===== config.mk =====
export PLATFORM = sky130hd
export DESIGN_NAME = n64_rst_hk_top
export DESIGN_NICKNAME = d
export VERILOG_FILES = /design/src/rst_hk_pkg.sv /design/src/n64_rst_hk_top.sv /design/src/rst_cfg_regs.sv /design/src/rst_release_counter.sv /design/src/reset_generator.sv /design/src/boot_delay.sv
export VERILOG_INCLUDE_DIRS = /design/src
export SDC_FILE = /design/constraint.sdc
export NUM_CORES = 1
export LEC_CHECK = 0
export ABC_CLOCK_PERIOD_IN_PS = 1800
export CORE_ASPECT_RATIO = 1.25
export CORE_MARGIN = 5
export CORE_UTILIZATION = 46
export DETAILED_ROUTE_END_ITERATION = 6
export DONT_BUFFER_PORTS = 1
export PLACE_DENSITY = 0.7
export SYNTH_ARGS = -nofsm -noshare
export SYNTH_HDL_FRONTEND = slang
export SYNTH_SLANG_ARGS = --single-unit

===== constraint.sdc =====
create_clock -name N64_CLK_i -period 1.8 [get_ports N64_CLK_i]
set_clock_uncertainty 0.1 [all_clocks]
set_input_delay 0.09 -clock N64_CLK_i [delete_from_list [all_inputs] [get_ports N64_CLK_i]]
set_output_delay 0.09 -clock N64_CLK_i [all_outputs]
set_load 0.05 [all_outputs]

===== src/rst_hk_params.svh =====
// Reset housekeeping constants
// Boot delay, reset stretch lengths and register map
`ifndef RST_HK_PARAMS_SVH
`define RST_HK_PARAMS_SVH

//////////////////////////////
// Timing
//////////////////////////////

// Cycles from system reset release until boot-done
`define BOOT_DELAY_CYCLES 32

// Enabled cycles of release stretch after the synchronizer
`define RST_LEN_PPU       4
`define RST_LEN_DEFAULT   8

//////////////////////////////
// Register map
//////////////////////////////

`define ADDR_CTRL         3'd0
`define ADDR_SOFT         3'd1
`define ADDR_STATUS       3'd2
// Release counters follow in order PPU, HDMI, DRAM, audio
`define ADDR_CNT_BASE     3'd3

`endif

===== src/rst_hk_pkg.sv =====
// Reset housekeeping types
// Domain vectors, register bus words and FSM encodings
package rst_hk_pkg;

  // One bit per reset domain
  // Bit 0 PPU, bit 1 HDMI, bit 2 DRAM, bit 3 audio
  typedef logic [3:0] domain_vec_t;

  // Register bus address and data
  typedef logic [2:0] cfg_addr_t;
  typedef logic [7:0] cfg_data_t;

  // Release event count, wraps on overflow
  typedef logic [7:0] rel_cnt_t;

  // Power-up delay FSM
  typedef enum logic {
    BOOT_WAIT,
    BOOT_DONE
  } boot_state_t;

  // Reset generator FSM
  // Hold while source low, stretch after sync, run when released
  typedef enum logic [1:0] {
    RG_HOLD,
    RG_STRETCH,
    RG_RUN
  } rg_state_t;

endpackage


===== src/n64_rst_hk_top.sv =====
// N64 reset housekeeping top
// Builds PPU, HDMI, DRAM and audio resets with boot delay and register control
`include "rst_hk_params.svh"

module n64_rst_hk_top (
  input  logic                  N64_CLK_i,
  input  logic                  arst_n_i,
  input  logic                  n64_nrst_i,
  input  logic                  hdmi_cfg_done_i,
  input  logic                  pll_locked_i,
  input  logic                  cfg_we_i,
  input  logic                  cfg_re_i,
  input  rst_hk_pkg::cfg_addr_t cfg_addr_i,
  input  rst_hk_pkg::cfg_data_t cfg_wdata_i,
  output rst_hk_pkg::cfg_data_t cfg_rdata_o,
  output logic                  cfg_rvalid_o,
  output logic                  ppu_nrst_o,
  output logic                  hdmi_nrst_o,
  output logic                  dram_nrst_o,
  output logic                  aud_nrst_o
);
  import rst_hk_pkg::*;

  logic        boot_done_w;
  logic        mask_video_w;
  logic        mask_audio_w;
  domain_vec_t soft_rst_w;
  domain_vec_t dom_rst_w;
  rel_cnt_t    cnt_ppu_w;
  rel_cnt_t    cnt_hdmi_w;
  rel_cnt_t    cnt_dram_w;
  rel_cnt_t    cnt_aud_w;
  logic        nrst_video_masked_w;
  logic        nrst_audio_masked_w;

  //////////////////////////////
  // Reset sources
  //////////////////////////////

  // Mask bit set keeps console reset away from that path
  assign nrst_video_masked_w = n64_nrst_i | mask_video_w;
  assign nrst_audio_masked_w = n64_nrst_i | mask_audio_w;

  boot_delay boot_delay_u (
    .N64_CLK_i   (N64_CLK_i),
    .arst_n_i    (arst_n_i),
    .boot_done_o (boot_done_w)
  );

  //////////////////////////////
  // Domain resets
  //////////////////////////////

  // PPU, runs once boot is done
  reset_generator #(.RST_LENGTH(`RST_LEN_PPU)) reset_ppu_u (
    .N64_CLK_i    (N64_CLK_i),
    .arst_n_i     (arst_n_i),
    .clk_en_i     (boot_done_w),
    .async_nrst_i (nrst_video_masked_w & ~soft_rst_w[0]),
    .rst_o        (ppu_nrst_o)
  );

  // HDMI, also held until transmitter config is done
  reset_generator #(.RST_LENGTH(`RST_LEN_DEFAULT)) reset_hdmi_u (
    .N64_CLK_i    (N64_CLK_i),
    .arst_n_i     (arst_n_i),
    .clk_en_i     (1'b1),
    .async_nrst_i (nrst_video_masked_w & hdmi_cfg_done_i & ~soft_rst_w[1]),
    .rst_o        (hdmi_nrst_o)
  );

  // DRAM, source is boot-done, enable stands in for PLL clock
  reset_generator #(.RST_LENGTH(`RST_LEN_DEFAULT)) reset_dram_u (
    .N64_CLK_i    (N64_CLK_i),
    .arst_n_i     (arst_n_i),
    .clk_en_i     (pll_locked_i),
    .async_nrst_i (boot_done_w & ~soft_rst_w[2]),
    .rst_o        (dram_nrst_o)
  );

  // Audio
  reset_generator #(.RST_LENGTH(`RST_LEN_DEFAULT)) reset_aud_u (
    .N64_CLK_i    (N64_CLK_i),
    .arst_n_i     (arst_n_i),
    .clk_en_i     (boot_done_w),
    .async_nrst_i (nrst_audio_masked_w & ~soft_rst_w[3]),
    .rst_o        (aud_nrst_o)
  );

  assign dom_rst_w = {aud_nrst_o, dram_nrst_o, hdmi_nrst_o, ppu_nrst_o};

  //////////////////////////////
  // Status and control
  //////////////////////////////

  rst_release_counter rst_release_counter_u (
    .N64_CLK_i  (N64_CLK_i),
    .arst_n_i   (arst_n_i),
    .dom_rst_i  (dom_rst_w),
    .cnt_ppu_o  (cnt_ppu_w),
    .cnt_hdmi_o (cnt_hdmi_w),
    .cnt_dram_o (cnt_dram_w),
    .cnt_aud_o  (cnt_aud_w)
  );

  rst_cfg_regs rst_cfg_regs_u (
    .N64_CLK_i    (N64_CLK_i),
    .arst_n_i     (arst_n_i),
    .cfg_we_i     (cfg_we_i),
    .cfg_re_i     (cfg_re_i),
    .cfg_addr_i   (cfg_addr_i),
    .cfg_wdata_i  (cfg_wdata_i),
    .cfg_rdata_o  (cfg_rdata_o),
    .cfg_rvalid_o (cfg_rvalid_o),
    .mask_video_o (mask_video_w),
    .mask_audio_o (mask_audio_w),
    .soft_rst_o   (soft_rst_w),
    .dom_rst_i    (dom_rst_w),
    .boot_done_i  (boot_done_w),
    .cnt_ppu_i    (cnt_ppu_w),
    .cnt_hdmi_i   (cnt_hdmi_w),
    .cnt_dram_i   (cnt_dram_w),
    .cnt_aud_i    (cnt_aud_w)
  );

endmodule


===== src/rst_cfg_regs.sv =====
// Reset configuration registers
// Masks and software resets, status and release counter read-back
`include "rst_hk_params.svh"

module rst_cfg_regs (
  input  logic                    N64_CLK_i,
  input  logic                    arst_n_i,
  input  logic                    cfg_we_i,
  input  logic                    cfg_re_i,
  input  rst_hk_pkg::cfg_addr_t   cfg_addr_i,
  input  rst_hk_pkg::cfg_data_t   cfg_wdata_i,
  output rst_hk_pkg::cfg_data_t   cfg_rdata_o,
  output logic                    cfg_rvalid_o,
  output logic                    mask_video_o,
  output logic                    mask_audio_o,
  output rst_hk_pkg::domain_vec_t soft_rst_o,
  input  rst_hk_pkg::domain_vec_t dom_rst_i,
  input  logic                    boot_done_i,
  input  rst_hk_pkg::rel_cnt_t    cnt_ppu_i,
  input  rst_hk_pkg::rel_cnt_t    cnt_hdmi_i,
  input  rst_hk_pkg::rel_cnt_t    cnt_dram_i,
  input  rst_hk_pkg::rel_cnt_t    cnt_aud_i
);
  import rst_hk_pkg::*;

  logic [1:0]  ctrl_q;
  domain_vec_t soft_q;
  cfg_data_t   rdata_mux_w;
  cfg_data_t   rdata_q;
  logic        rvalid_q;

  // Write decode, read-only and unused addresses fall through
  always_ff @(posedge N64_CLK_i or negedge arst_n_i) begin
    if (!arst_n_i) begin
      ctrl_q <= '0;
      soft_q <= '0;
    end else if (cfg_we_i) begin
      case (cfg_addr_i)
        `ADDR_CTRL: ctrl_q <= cfg_wdata_i[1:0];
        `ADDR_SOFT: soft_q <= cfg_wdata_i[3:0];
        default: ;
      endcase
    end
  end

  // Read mux
  // Status bit 4 is boot-done, bits 3:0 live resets
  always_comb begin
    rdata_mux_w = '0;
    case (cfg_addr_i)
      `ADDR_CTRL:            rdata_mux_w = {6'd0, ctrl_q};
      `ADDR_SOFT:            rdata_mux_w = {4'd0, soft_q};
      `ADDR_STATUS:          rdata_mux_w = {3'd0, boot_done_i, dom_rst_i};
      `ADDR_CNT_BASE:        rdata_mux_w = cnt_ppu_i;
      `ADDR_CNT_BASE + 3'd1: rdata_mux_w = cnt_hdmi_i;
      `ADDR_CNT_BASE + 3'd2: rdata_mux_w = cnt_dram_i;
      `ADDR_CNT_BASE + 3'd3: rdata_mux_w = cnt_aud_i;
      default:               rdata_mux_w = '0;
    endcase
  end

  // Read strobe, one cycle latency
  always_ff @(posedge N64_CLK_i or negedge arst_n_i) begin
    if (!arst_n_i) begin
      rvalid_q <= 1'b0;
    end else begin
      rvalid_q <= cfg_re_i;
    end
  end

  // Read data captured with the strobe
  always_ff @(posedge N64_CLK_i) begin
    if (cfg_re_i) begin
      rdata_q <= rdata_mux_w;
    end
  end

  assign cfg_rdata_o  = rdata_q;
  assign cfg_rvalid_o = rvalid_q;
  assign mask_video_o = ctrl_q[0];
  assign mask_audio_o = ctrl_q[1];
  assign soft_rst_o   = soft_q;

endmodule


===== src/rst_release_counter.sv =====
// Reset release history
// Counts rising edges of each domain reset for status read-back
module rst_release_counter (
  input  logic                   N64_CLK_i,
  input  logic                   arst_n_i,
  input  rst_hk_pkg::domain_vec_t dom_rst_i,
  output rst_hk_pkg::rel_cnt_t    cnt_ppu_o,
  output rst_hk_pkg::rel_cnt_t    cnt_hdmi_o,
  output rst_hk_pkg::rel_cnt_t    cnt_dram_o,
  output rst_hk_pkg::rel_cnt_t    cnt_aud_o
);
  import rst_hk_pkg::*;

  localparam int N_DOM = $bits(domain_vec_t);

  domain_vec_t prev_q;
  domain_vec_t rise_w;
  rel_cnt_t    cnt_q [N_DOM];

  // Release is a low to high step of the active low reset
  assign rise_w = dom_rst_i & ~prev_q;

  // One wrapping counter per domain
  always_ff @(posedge N64_CLK_i or negedge arst_n_i) begin
    if (!arst_n_i) begin
      prev_q <= '0;
      for (int i = 0; i < N_DOM; i++) begin
        cnt_q[i] <= '0;
      end
    end else begin
      prev_q <= dom_rst_i;
      for (int i = 0; i < N_DOM; i++) begin
        if (rise_w[i]) begin
          cnt_q[i] <= cnt_q[i] + 1'b1;
        end
      end
    end
  end

  // Bit order PPU, HDMI, DRAM, audio
  assign cnt_ppu_o  = cnt_q[0];
  assign cnt_hdmi_o = cnt_q[1];
  assign cnt_dram_o = cnt_q[2];
  assign cnt_aud_o  = cnt_q[3];

endmodule


===== src/reset_generator.sv =====
// Domain reset generator
// Asynchronous assert, synchronized and stretched release on clock enable
module reset_generator #(
  parameter int RST_LENGTH = 8
) (
  input  logic N64_CLK_i,
  input  logic arst_n_i,
  input  logic clk_en_i,
  input  logic async_nrst_i,
  output logic rst_o
);
  import rst_hk_pkg::*;

  // Stretch counter runs 1 .. RST_LENGTH-1
  localparam int CNT_W = (RST_LENGTH > 1) ? $clog2(RST_LENGTH) : 1;

  logic             nrst_w;
  logic [1:0]       sync_q;
  rg_state_t        state_q;
  logic [CNT_W-1:0] cnt_q;

  // Either system reset or domain source pulls the reset
  assign nrst_w = arst_n_i & async_nrst_i;

  // Two-flop synchronizer, shifts only on enabled cycles
  always_ff @(posedge N64_CLK_i or negedge nrst_w) begin
    if (!nrst_w) begin
      sync_q <= '0;
    end else if (clk_en_i) begin
      sync_q <= {sync_q[0], 1'b1};
    end
  end

  // Release stretch FSM
  // Leaving hold counts as the first stretch cycle
  // A source drop resets everything, so the count restarts
  always_ff @(posedge N64_CLK_i or negedge nrst_w) begin
    if (!nrst_w) begin
      state_q <= RG_HOLD;
      cnt_q   <= '0;
    end else if (clk_en_i) begin
      case (state_q)
        RG_HOLD: begin
          if (sync_q[1]) begin
            cnt_q <= CNT_W'(1);
            if (RST_LENGTH > 1) begin
              state_q <= RG_STRETCH;
            end else begin
              state_q <= RG_RUN;
            end
          end
        end
        RG_STRETCH: begin
          if (cnt_q == CNT_W'(RST_LENGTH - 1)) begin
            state_q <= RG_RUN;
          end else begin
            cnt_q <= cnt_q + 1'b1;
          end
        end
        RG_RUN:  state_q <= RG_RUN;
        default: state_q <= RG_HOLD;
      endcase
    end
  end

  // Active low reset, released only in run
  assign rst_o = (state_q == RG_RUN);

endmodule


===== src/boot_delay.sv =====
// Power-up boot delay
// Raises boot-done a fixed number of cycles after system reset release
`include "rst_hk_params.svh"

module boot_delay (
  input  logic N64_CLK_i,
  input  logic arst_n_i,
  output logic boot_done_o
);
  import rst_hk_pkg::*;

  // Room for the full delay value
  localparam int CNT_W = $clog2(`BOOT_DELAY_CYCLES + 1);

  boot_state_t      state_q;
  logic [CNT_W-1:0] cnt_q;

  // Counter starts at delay minus one
  // Transition to done happens on the edge after it hits zero
  always_ff @(posedge N64_CLK_i or negedge arst_n_i) begin
    if (!arst_n_i) begin
      state_q <= BOOT_WAIT;
      cnt_q   <= CNT_W'(`BOOT_DELAY_CYCLES - 1);
    end else begin
      case (state_q)
        BOOT_WAIT: begin
          if (cnt_q == '0) begin
            state_q <= BOOT_DONE;
          end else begin
            cnt_q <= cnt_q - 1'b1;
          end
        end
        // Sticky until next system reset
        BOOT_DONE: state_q <= BOOT_DONE;
      endcase
    end
  end

  assign boot_done_o = (state_q == BOOT_DONE);

endmodule


## After elaboration in Yosys (flattened, before gate mapping)

Cells that the tools add are included.

- Output and inout bits: 13
- Input port bits: 18
- Word-level logic and storage cells: 128
- Flip-flop bits (word level): 85

- Equality and inequality tests: 30
- Bitwise gates (word level): 19
- Reductions and logical operators: 21
- Muxes and demuxes: 26
- $add $sub $neg: 9

Operators by type and width:

| kind | number |
|---|---|
| $pmux 8 s7 | 1 |
| $add 8x1->8 const B | 4 |
| $pmux 2 s3 | 4 |
| $eq 3x3->1 const B | 6 |
| $mux 2 | 9 |
| $mux 3 | 6 |
| $pmux 3 s2 | 3 |
| $ne 2x1->1 const B | 8 |
| $reduce_and 3->1 | 4 |
| $reduce_and 4->1 | 3 |
| $eq 2x2->1 const B | 5 |
| $add 3x1->3 const B | 3 |
| $and 1x1->1 | 9 |
| $eq 2x1->1 const B | 4 |
| $logic_not 2->1 | 4 |
| $ne 2x2->1 const B | 4 |
| $reduce_and 2->1 | 4 |
| $reduce_bool 2->1 | 4 |
| $eq 3x2->1 const B | 2 |
| $logic_not 6->1 | 1 |
| $not 1->1 | 6 |
| $sub 6x1->6 const B | 1 |
| $and 4x4->4 | 1 |
| $not 4->4 | 1 |
| 7 further kinds | 8 |

## Logic depth before layout (Yosys ltp)

- Depth in word-level cells: 4
- Mapped depth: 5
- Gate-level depth less buffers: 5

## Modules after synthesis

Synthesis repeated with hierarchy kept, for this count alone.

- Cells, all modules: 349
- Area, all modules: 4341.7 µm²

Modules (own cells, without submodules):

| module | instances | area each (µm²) | sequential area each (µm²) | cells an instance |
|---|---|---|---|---|
| rst_release_counter | 1 | 1527.7 | 900.9 | 113 |
| reset_generator (reset_aud_u ...) | 3 | 381.6 | 175.2 | 32 |
| rst_cfg_regs | 1 | 940.9 | 415.4 | 77 |
| boot_delay | 1 | 354.1 | 181.4 | 29 |
| reset_generator (reset_ppu_u) | 1 | 336.6 | 150.1 | 27 |
| n64_rst_hk_top | 1 | 37.5 | 0.0 | 7 |

## Least setup slack after synthesis

OpenSTA, ideal clock, no wires.

- Path kind: register to register
- Start: register reset_dram_u.state_q[0]
- End: register rst_release_counter_u.cnt_q, in the netlist rst_release_counter_u.cnt_dram_o[7]
- Data arrival time: 1.773 ns
- Stages on the path, launching flop included: 6
- Data required time: 1.577 ns
- Path buffers: 0
- Library setup time: 0.123 ns
- Clock period less this slack: 1.996 ns
- Setup slack: -0.196 ns
- Cells stage by stage: dfrtp_1 inv_1 ha_1 and4b_1 or3b_1 xnor2_1

- Longest elaborated chain between the ends: 2

RTL lines:

| what | RTL line | RTL |
|---|---|---|
| start, declared | reset_generator.sv:19 | `rg_state_t state_q;` |
| start signal, assigned | reset_generator.sv:39 | `state_q <= RG_HOLD;` |
| start signal, assigned | reset_generator.sv:47 | `state_q <= RG_STRETCH;` |
| start signal, assigned | reset_generator.sv:49 | `state_q <= RG_RUN;` |
| $eq 2x2->1 | reset_generator.sv:67 | `assign rst_o = (state_q == RG_RUN);` |
| via dram_nrst_o | n64_rst_hk_top.sv:19 | `output logic dram_nrst_o,` |
| $and 4x4->4 | rst_release_counter.sv:21 | `assign rise_w = dom_rst_i & ~prev_q;` |
| end signal, assigned by index | rst_release_counter.sv:34 | `cnt_q[i] <= cnt_q[i] + 1'b1;` |
| end, declared | rst_release_counter.sv:18 | `rel_cnt_t cnt_q [N_DOM];` |

The timed path passes the listed nets, and every way through them passes these cells.
A chain may end at the register's enable or synchronous reset.

## Worst setup path after layout

- Start: register reset_hdmi_u.state_q[0]
- End: register rst_cfg_regs_u.rdata_q[1], in the netlist rst_cfg_regs_u.cfg_rdata_o[1], data pin

- Longest elaborated chain between the ends: 2

RTL lines:

| what | RTL line | RTL |
|---|---|---|
| start, declared | reset_generator.sv:19 |  |
| start signal, assigned | reset_generator.sv:39 |  |
| start signal, assigned | reset_generator.sv:47 |  |
| start signal, assigned | reset_generator.sv:49 |  |
| $eq 2x2->1 | reset_generator.sv:67 |  |
| $pmux 8 s7 | rst_cfg_regs.sv:50 | `case (cfg_addr_i)` |
| via rst_cfg_regs_u.rdata_mux_w[1] | rst_cfg_regs.sv:28 | `cfg_data_t rdata_mux_w;` |
| end signal, assigned | rst_cfg_regs.sv:74 | `rdata_q <= rdata_mux_w;` |
| end, declared | rst_cfg_regs.sv:29 | `cfg_data_t rdata_q;` |

The timed path passes the listed nets, and every way through them passes these cells.

==> flow_summary.json <==
{
  "fin_tns_setup_ns": 0,
  "status": "complete, no violations",
  "grt_max_degree": 54,
  "io_pins": 31,
  "cts_buffer_depth": 2,
  "cts_sinks": 85,
  "synthFlopType": "dfrtp_1",
  "hold_viol_final": 0,
  "multi_input_area_um2": 2058,
  "synthCells": 367,
  "slew_headroom_pct": 65.25,
  "die_y_um": 118.7,
  "path_class": "reg2reg",
  "final_util_pct": 54.61,
  "dr.pass1.iters": 5,
  "drt_iter0_drc": 99,
  "place_ws_ns": 0.08351,
  "syn2layout_area_growth_pct": 15.12,
  "path_max_fanout": 5,
  "syn_nets": 413,
  "core_area_um2": 9174,
  "gp_congestion": 0.7794,
  "syn_avg_cell_area_um2": 11.86,
  "power_frac_seq_pct": 45.1,
  "layout-drive-gt1-share_pct": 17.50,
  "synth-seq-area-share_pct": 49.94,
  "cts_tree": "yes",
  "clkPwrFrac_pct": 31.5,
  "die_w_um": 97.00,
  "p_int_uw": 4006,
  "wire_per_inst_um": 15.67,
  "p_comb_share_pct": 23.4,
  "start_util_pct": 47.44,
  "max_freq_ghz": 0.5802,
  "drv_slew": 0,
  "first_global_vias": 3001,
  "synthTopCellsByArea": "dfrtp_1 41%, ha_1 8.1%, mux2_2 6.2%, edfxtp_1 5.5%, xnor2_1 4.6%",
  "finish.net_count": 441,
  "r2r_cells": 5,
  "grt_pass1_wl_um": 14420,
  "synth_enable_flop_cells": 8,
  "grt_setup_unrepaired": "false",
  "p_leak_uw": 0.002154,
  "min_to": "rst_cfg_regs_u.cfg_rdata_o[4]",
  "timing.final.crit_share_pct": 95.76,
  "power_switching_share_pct": 30.16,
  "vias": 2867,
  "drc_errors": 0,
  "min_path_cells": 2,
  "via_per_inst": 5.482,
  "h-tree-depth": 3,
  "dp_hpwl_um": 5790,
  "yosysWarnings": 0,
  "async_reset_ff_share_pct": 90.59,
  "r2r_end": "rst_cfg_regs_u.cfg_rdata_o[1]",
  "synth_seq_cells": 85,
  "antenna_found_initial": 0,
  "numCtsBuffers": 9,
  "overflow": 0,
  "hold_start": "cfg_addr_i[0]",
  "worstMarginPinSlew_ns": 0.5212,
  "synth_top_area_share_pct": 41.40,
  "dpl_cell_area_um2": 4546,
  "ctsRootBufferMaster": "clkbuf_16",
  "drv_cap": 0,
  "r2r_setup_slack_ns": 0.08,
  "ff_latch_area_um2": 2173,
  "finalPower_uw": 5737,
  "p_per_area_nw_per_um2": 1145,
  "wl_met3_um": 405,
  "critPathLaunchType": "flop",
  "final_cell_area_um2": 5010,
  "ir_worst_vdd_v": 0.0004819,
  "hp-class": "in2reg",
  "port_buffers": 0,
  "wl_um": 8198,
  "r2r-start": "reset_hdmi_u.state_q[0]",
  "wirelength_met1_um": 3536,
  "setup_viol": 0,
  "dr_wl_met2_um": 4044,
  "setup_slack_ns": 0.07638,
  "power_switching_uw": 1730,
  "fillers": 802,
  "path_clk_slew_ns": 0.06,
  "syn_area_um2": 4352,
  "ant_nets": 0,
  "dr.max_layer_used": "met4",
  "dieArea_um2": 11520,
  "synth_cell_types": 50,
  "yosys.area.top_type": "dfrtp_1",
  "fin_crit_ns": 1.724,
  "fp-row-count": 39,
  "diodes": 0,
  "grt_usage_pct": 15.38,
  "cp.required_ns": 1.76,
  "clock_latency_ns": 0.33,
  "end_kind": "flop",
  "crit_arrival_ns": 1.68
}
power by group through the flow:
stage | logic [uW] | registers (uW) | clock network [uW]
final | 1340 | 2590 | 1810
after global routing | 1520 | 2630 | 1920
after CTS | 1290 | 2580 | 1850
after detailed placement | 1220 | 2610 | 0
after global placement | 1160 | 2600 | 0
after floorplan | 1010 | 2530 | 0
layout by cell type (no fill, tap or decap), types with 4 or more instances in the layout:
master,count
dfrtp_1,72
inv_1,25
mux2_2,24
xnor2_1,23
ha_1,23
nor2b_1,16
nand2_1,15
nand4_1,14
buf_4,14
nor2_1,11
dlygate4sd3_1,11
mux2i_1,9
clkbuf_16,9
nand2b_1,8
a22o_1,8
nand3b_1,8
edfxtp_1,8
a21oi_1,7
o2bb2ai_1,6
xor2_1,6
dfstp_2,5
clkbuf_1,5
nor3b_1,4
o21ai_0,4
nor3_1,4
a22oi_1,4
state kept, by name, summed over array words and instances (netlist names), 2 cells and up:
register,flops
boot_delay_u.cnt_q,6
reset_aud_u.cnt_q,3
reset_aud_u.state_q,2
reset_aud_u.sync_q,2
reset_dram_u.cnt_q,3
reset_dram_u.state_q,2
reset_dram_u.sync_q,2
reset_hdmi_u.cnt_q,3
reset_hdmi_u.state_q,2
reset_hdmi_u.sync_q,2
reset_ppu_u.cnt_q,2
reset_ppu_u.state_q,2
reset_ppu_u.sync_q,2
rst_cfg_regs_u.cfg_rdata_o,8
rst_cfg_regs_u.ctrl_q,2
rst_cfg_regs_u.soft_rst_o,4
rst_release_counter_u.cnt_aud_o,8
rst_release_counter_u.cnt_dram_o,8
rst_release_counter_u.cnt_hdmi_o,8
rst_release_counter_u.cnt_ppu_o,8
rst_release_counter_u.prev_q,4
final cells by class:
cell class	count	share of cell area, %
multi-input combinational	248	41.08
timing repair buffer	26	4.845
clock inverter	1	0.5994
tap	123	3.072
inverter	25	1.873
clock buffer	15	5.145
sequential	85	43.38
cell usage after synthesis (all sizes together), types with 5 or more instances:
cell type  instances
buf                7
xor2               6
xnor2             23
edfxtp             8
nand3b             8
nand2b             8
o2bb2ai            6
mux2              24
mux2i              9
nor2b             18
ha                28
dfstp              5
a21oi              8
nor2              12
inv               25
dfrtp             72
nand2             15
a22o               8
nand4             14
metrics by stage:
stage	hold slack, ns	cells
after detailed placement	-0.3043	494
after global routing	0.02023	523
after floorplan	-0.3056	367
after global placement	-0.3044	494
final	0.01382	523
after CTS	0.0008616	522
worst max-delay path, cell delays in order, from the launching register on:
cell and delay [ns]:
dfrtp_1 0.36, inv_1 0.10, ha_4 0.20, mux4_1 0.50, nor2_1 0.12, a21oi_1 0.07
routing by layer:
metal / vias up / track usage, %
li1: 1383 / -
met1: 1407 / 18.10
met2: 58 / 26.21
met3: 19 / 4.832
met4: 0 / 5.970
met5: - / 0
repair_timing:
| item | 4_1_cts | 5_1_grt |
|---|---|---|
| hold buffers | 12 | 0 |
| hold endpoints to repair | 104 | 0 |
| endpoints found under the setup margin | 0 | 6 |
| setup buffers | 0 | 1 |
| resized for setup | 0 | 6 |
worst max path at each step:
stage	cells past startpoint	from	endpoint	slack, ns
2_1_floorplan	5	reset_dram_u.state_q[0]	rst_release_counter_u.cnt_dram_o[7]	-0.01
3_3_place_gp	5	reset_hdmi_u.cnt_q[0]	reset_hdmi_u.state_q[0]	0.12
3_5_place_dp	5	reset_hdmi_u.cnt_q[0]	reset_hdmi_u.state_q[1]	0.08
4_1_cts	5	reset_hdmi_u.state_q[0]	rst_cfg_regs_u.cfg_rdata_o[1]	0.04
5_1_grt	5	reset_hdmi_u.state_q[0]	rst_cfg_regs_u.cfg_rdata_o[1]	0.005
6_report	5	reset_hdmi_u.state_q[0]	rst_cfg_regs_u.cfg_rdata_o[1]	0.08
kinds of logic after synthesis:
logic type               synth area share [%]
AND/OR/NAND/NOR                         13.57
flip-flops                              49.94
AO/OA/AOI/OAI                           9.920
multiplexers                            8.885
buffers and inverters                   3.709
XOR/XNOR                                5.837
adder cells (fa/ha/maj)                 8.051
other                                 0.08617
Power figures use the tool's default switching activity.
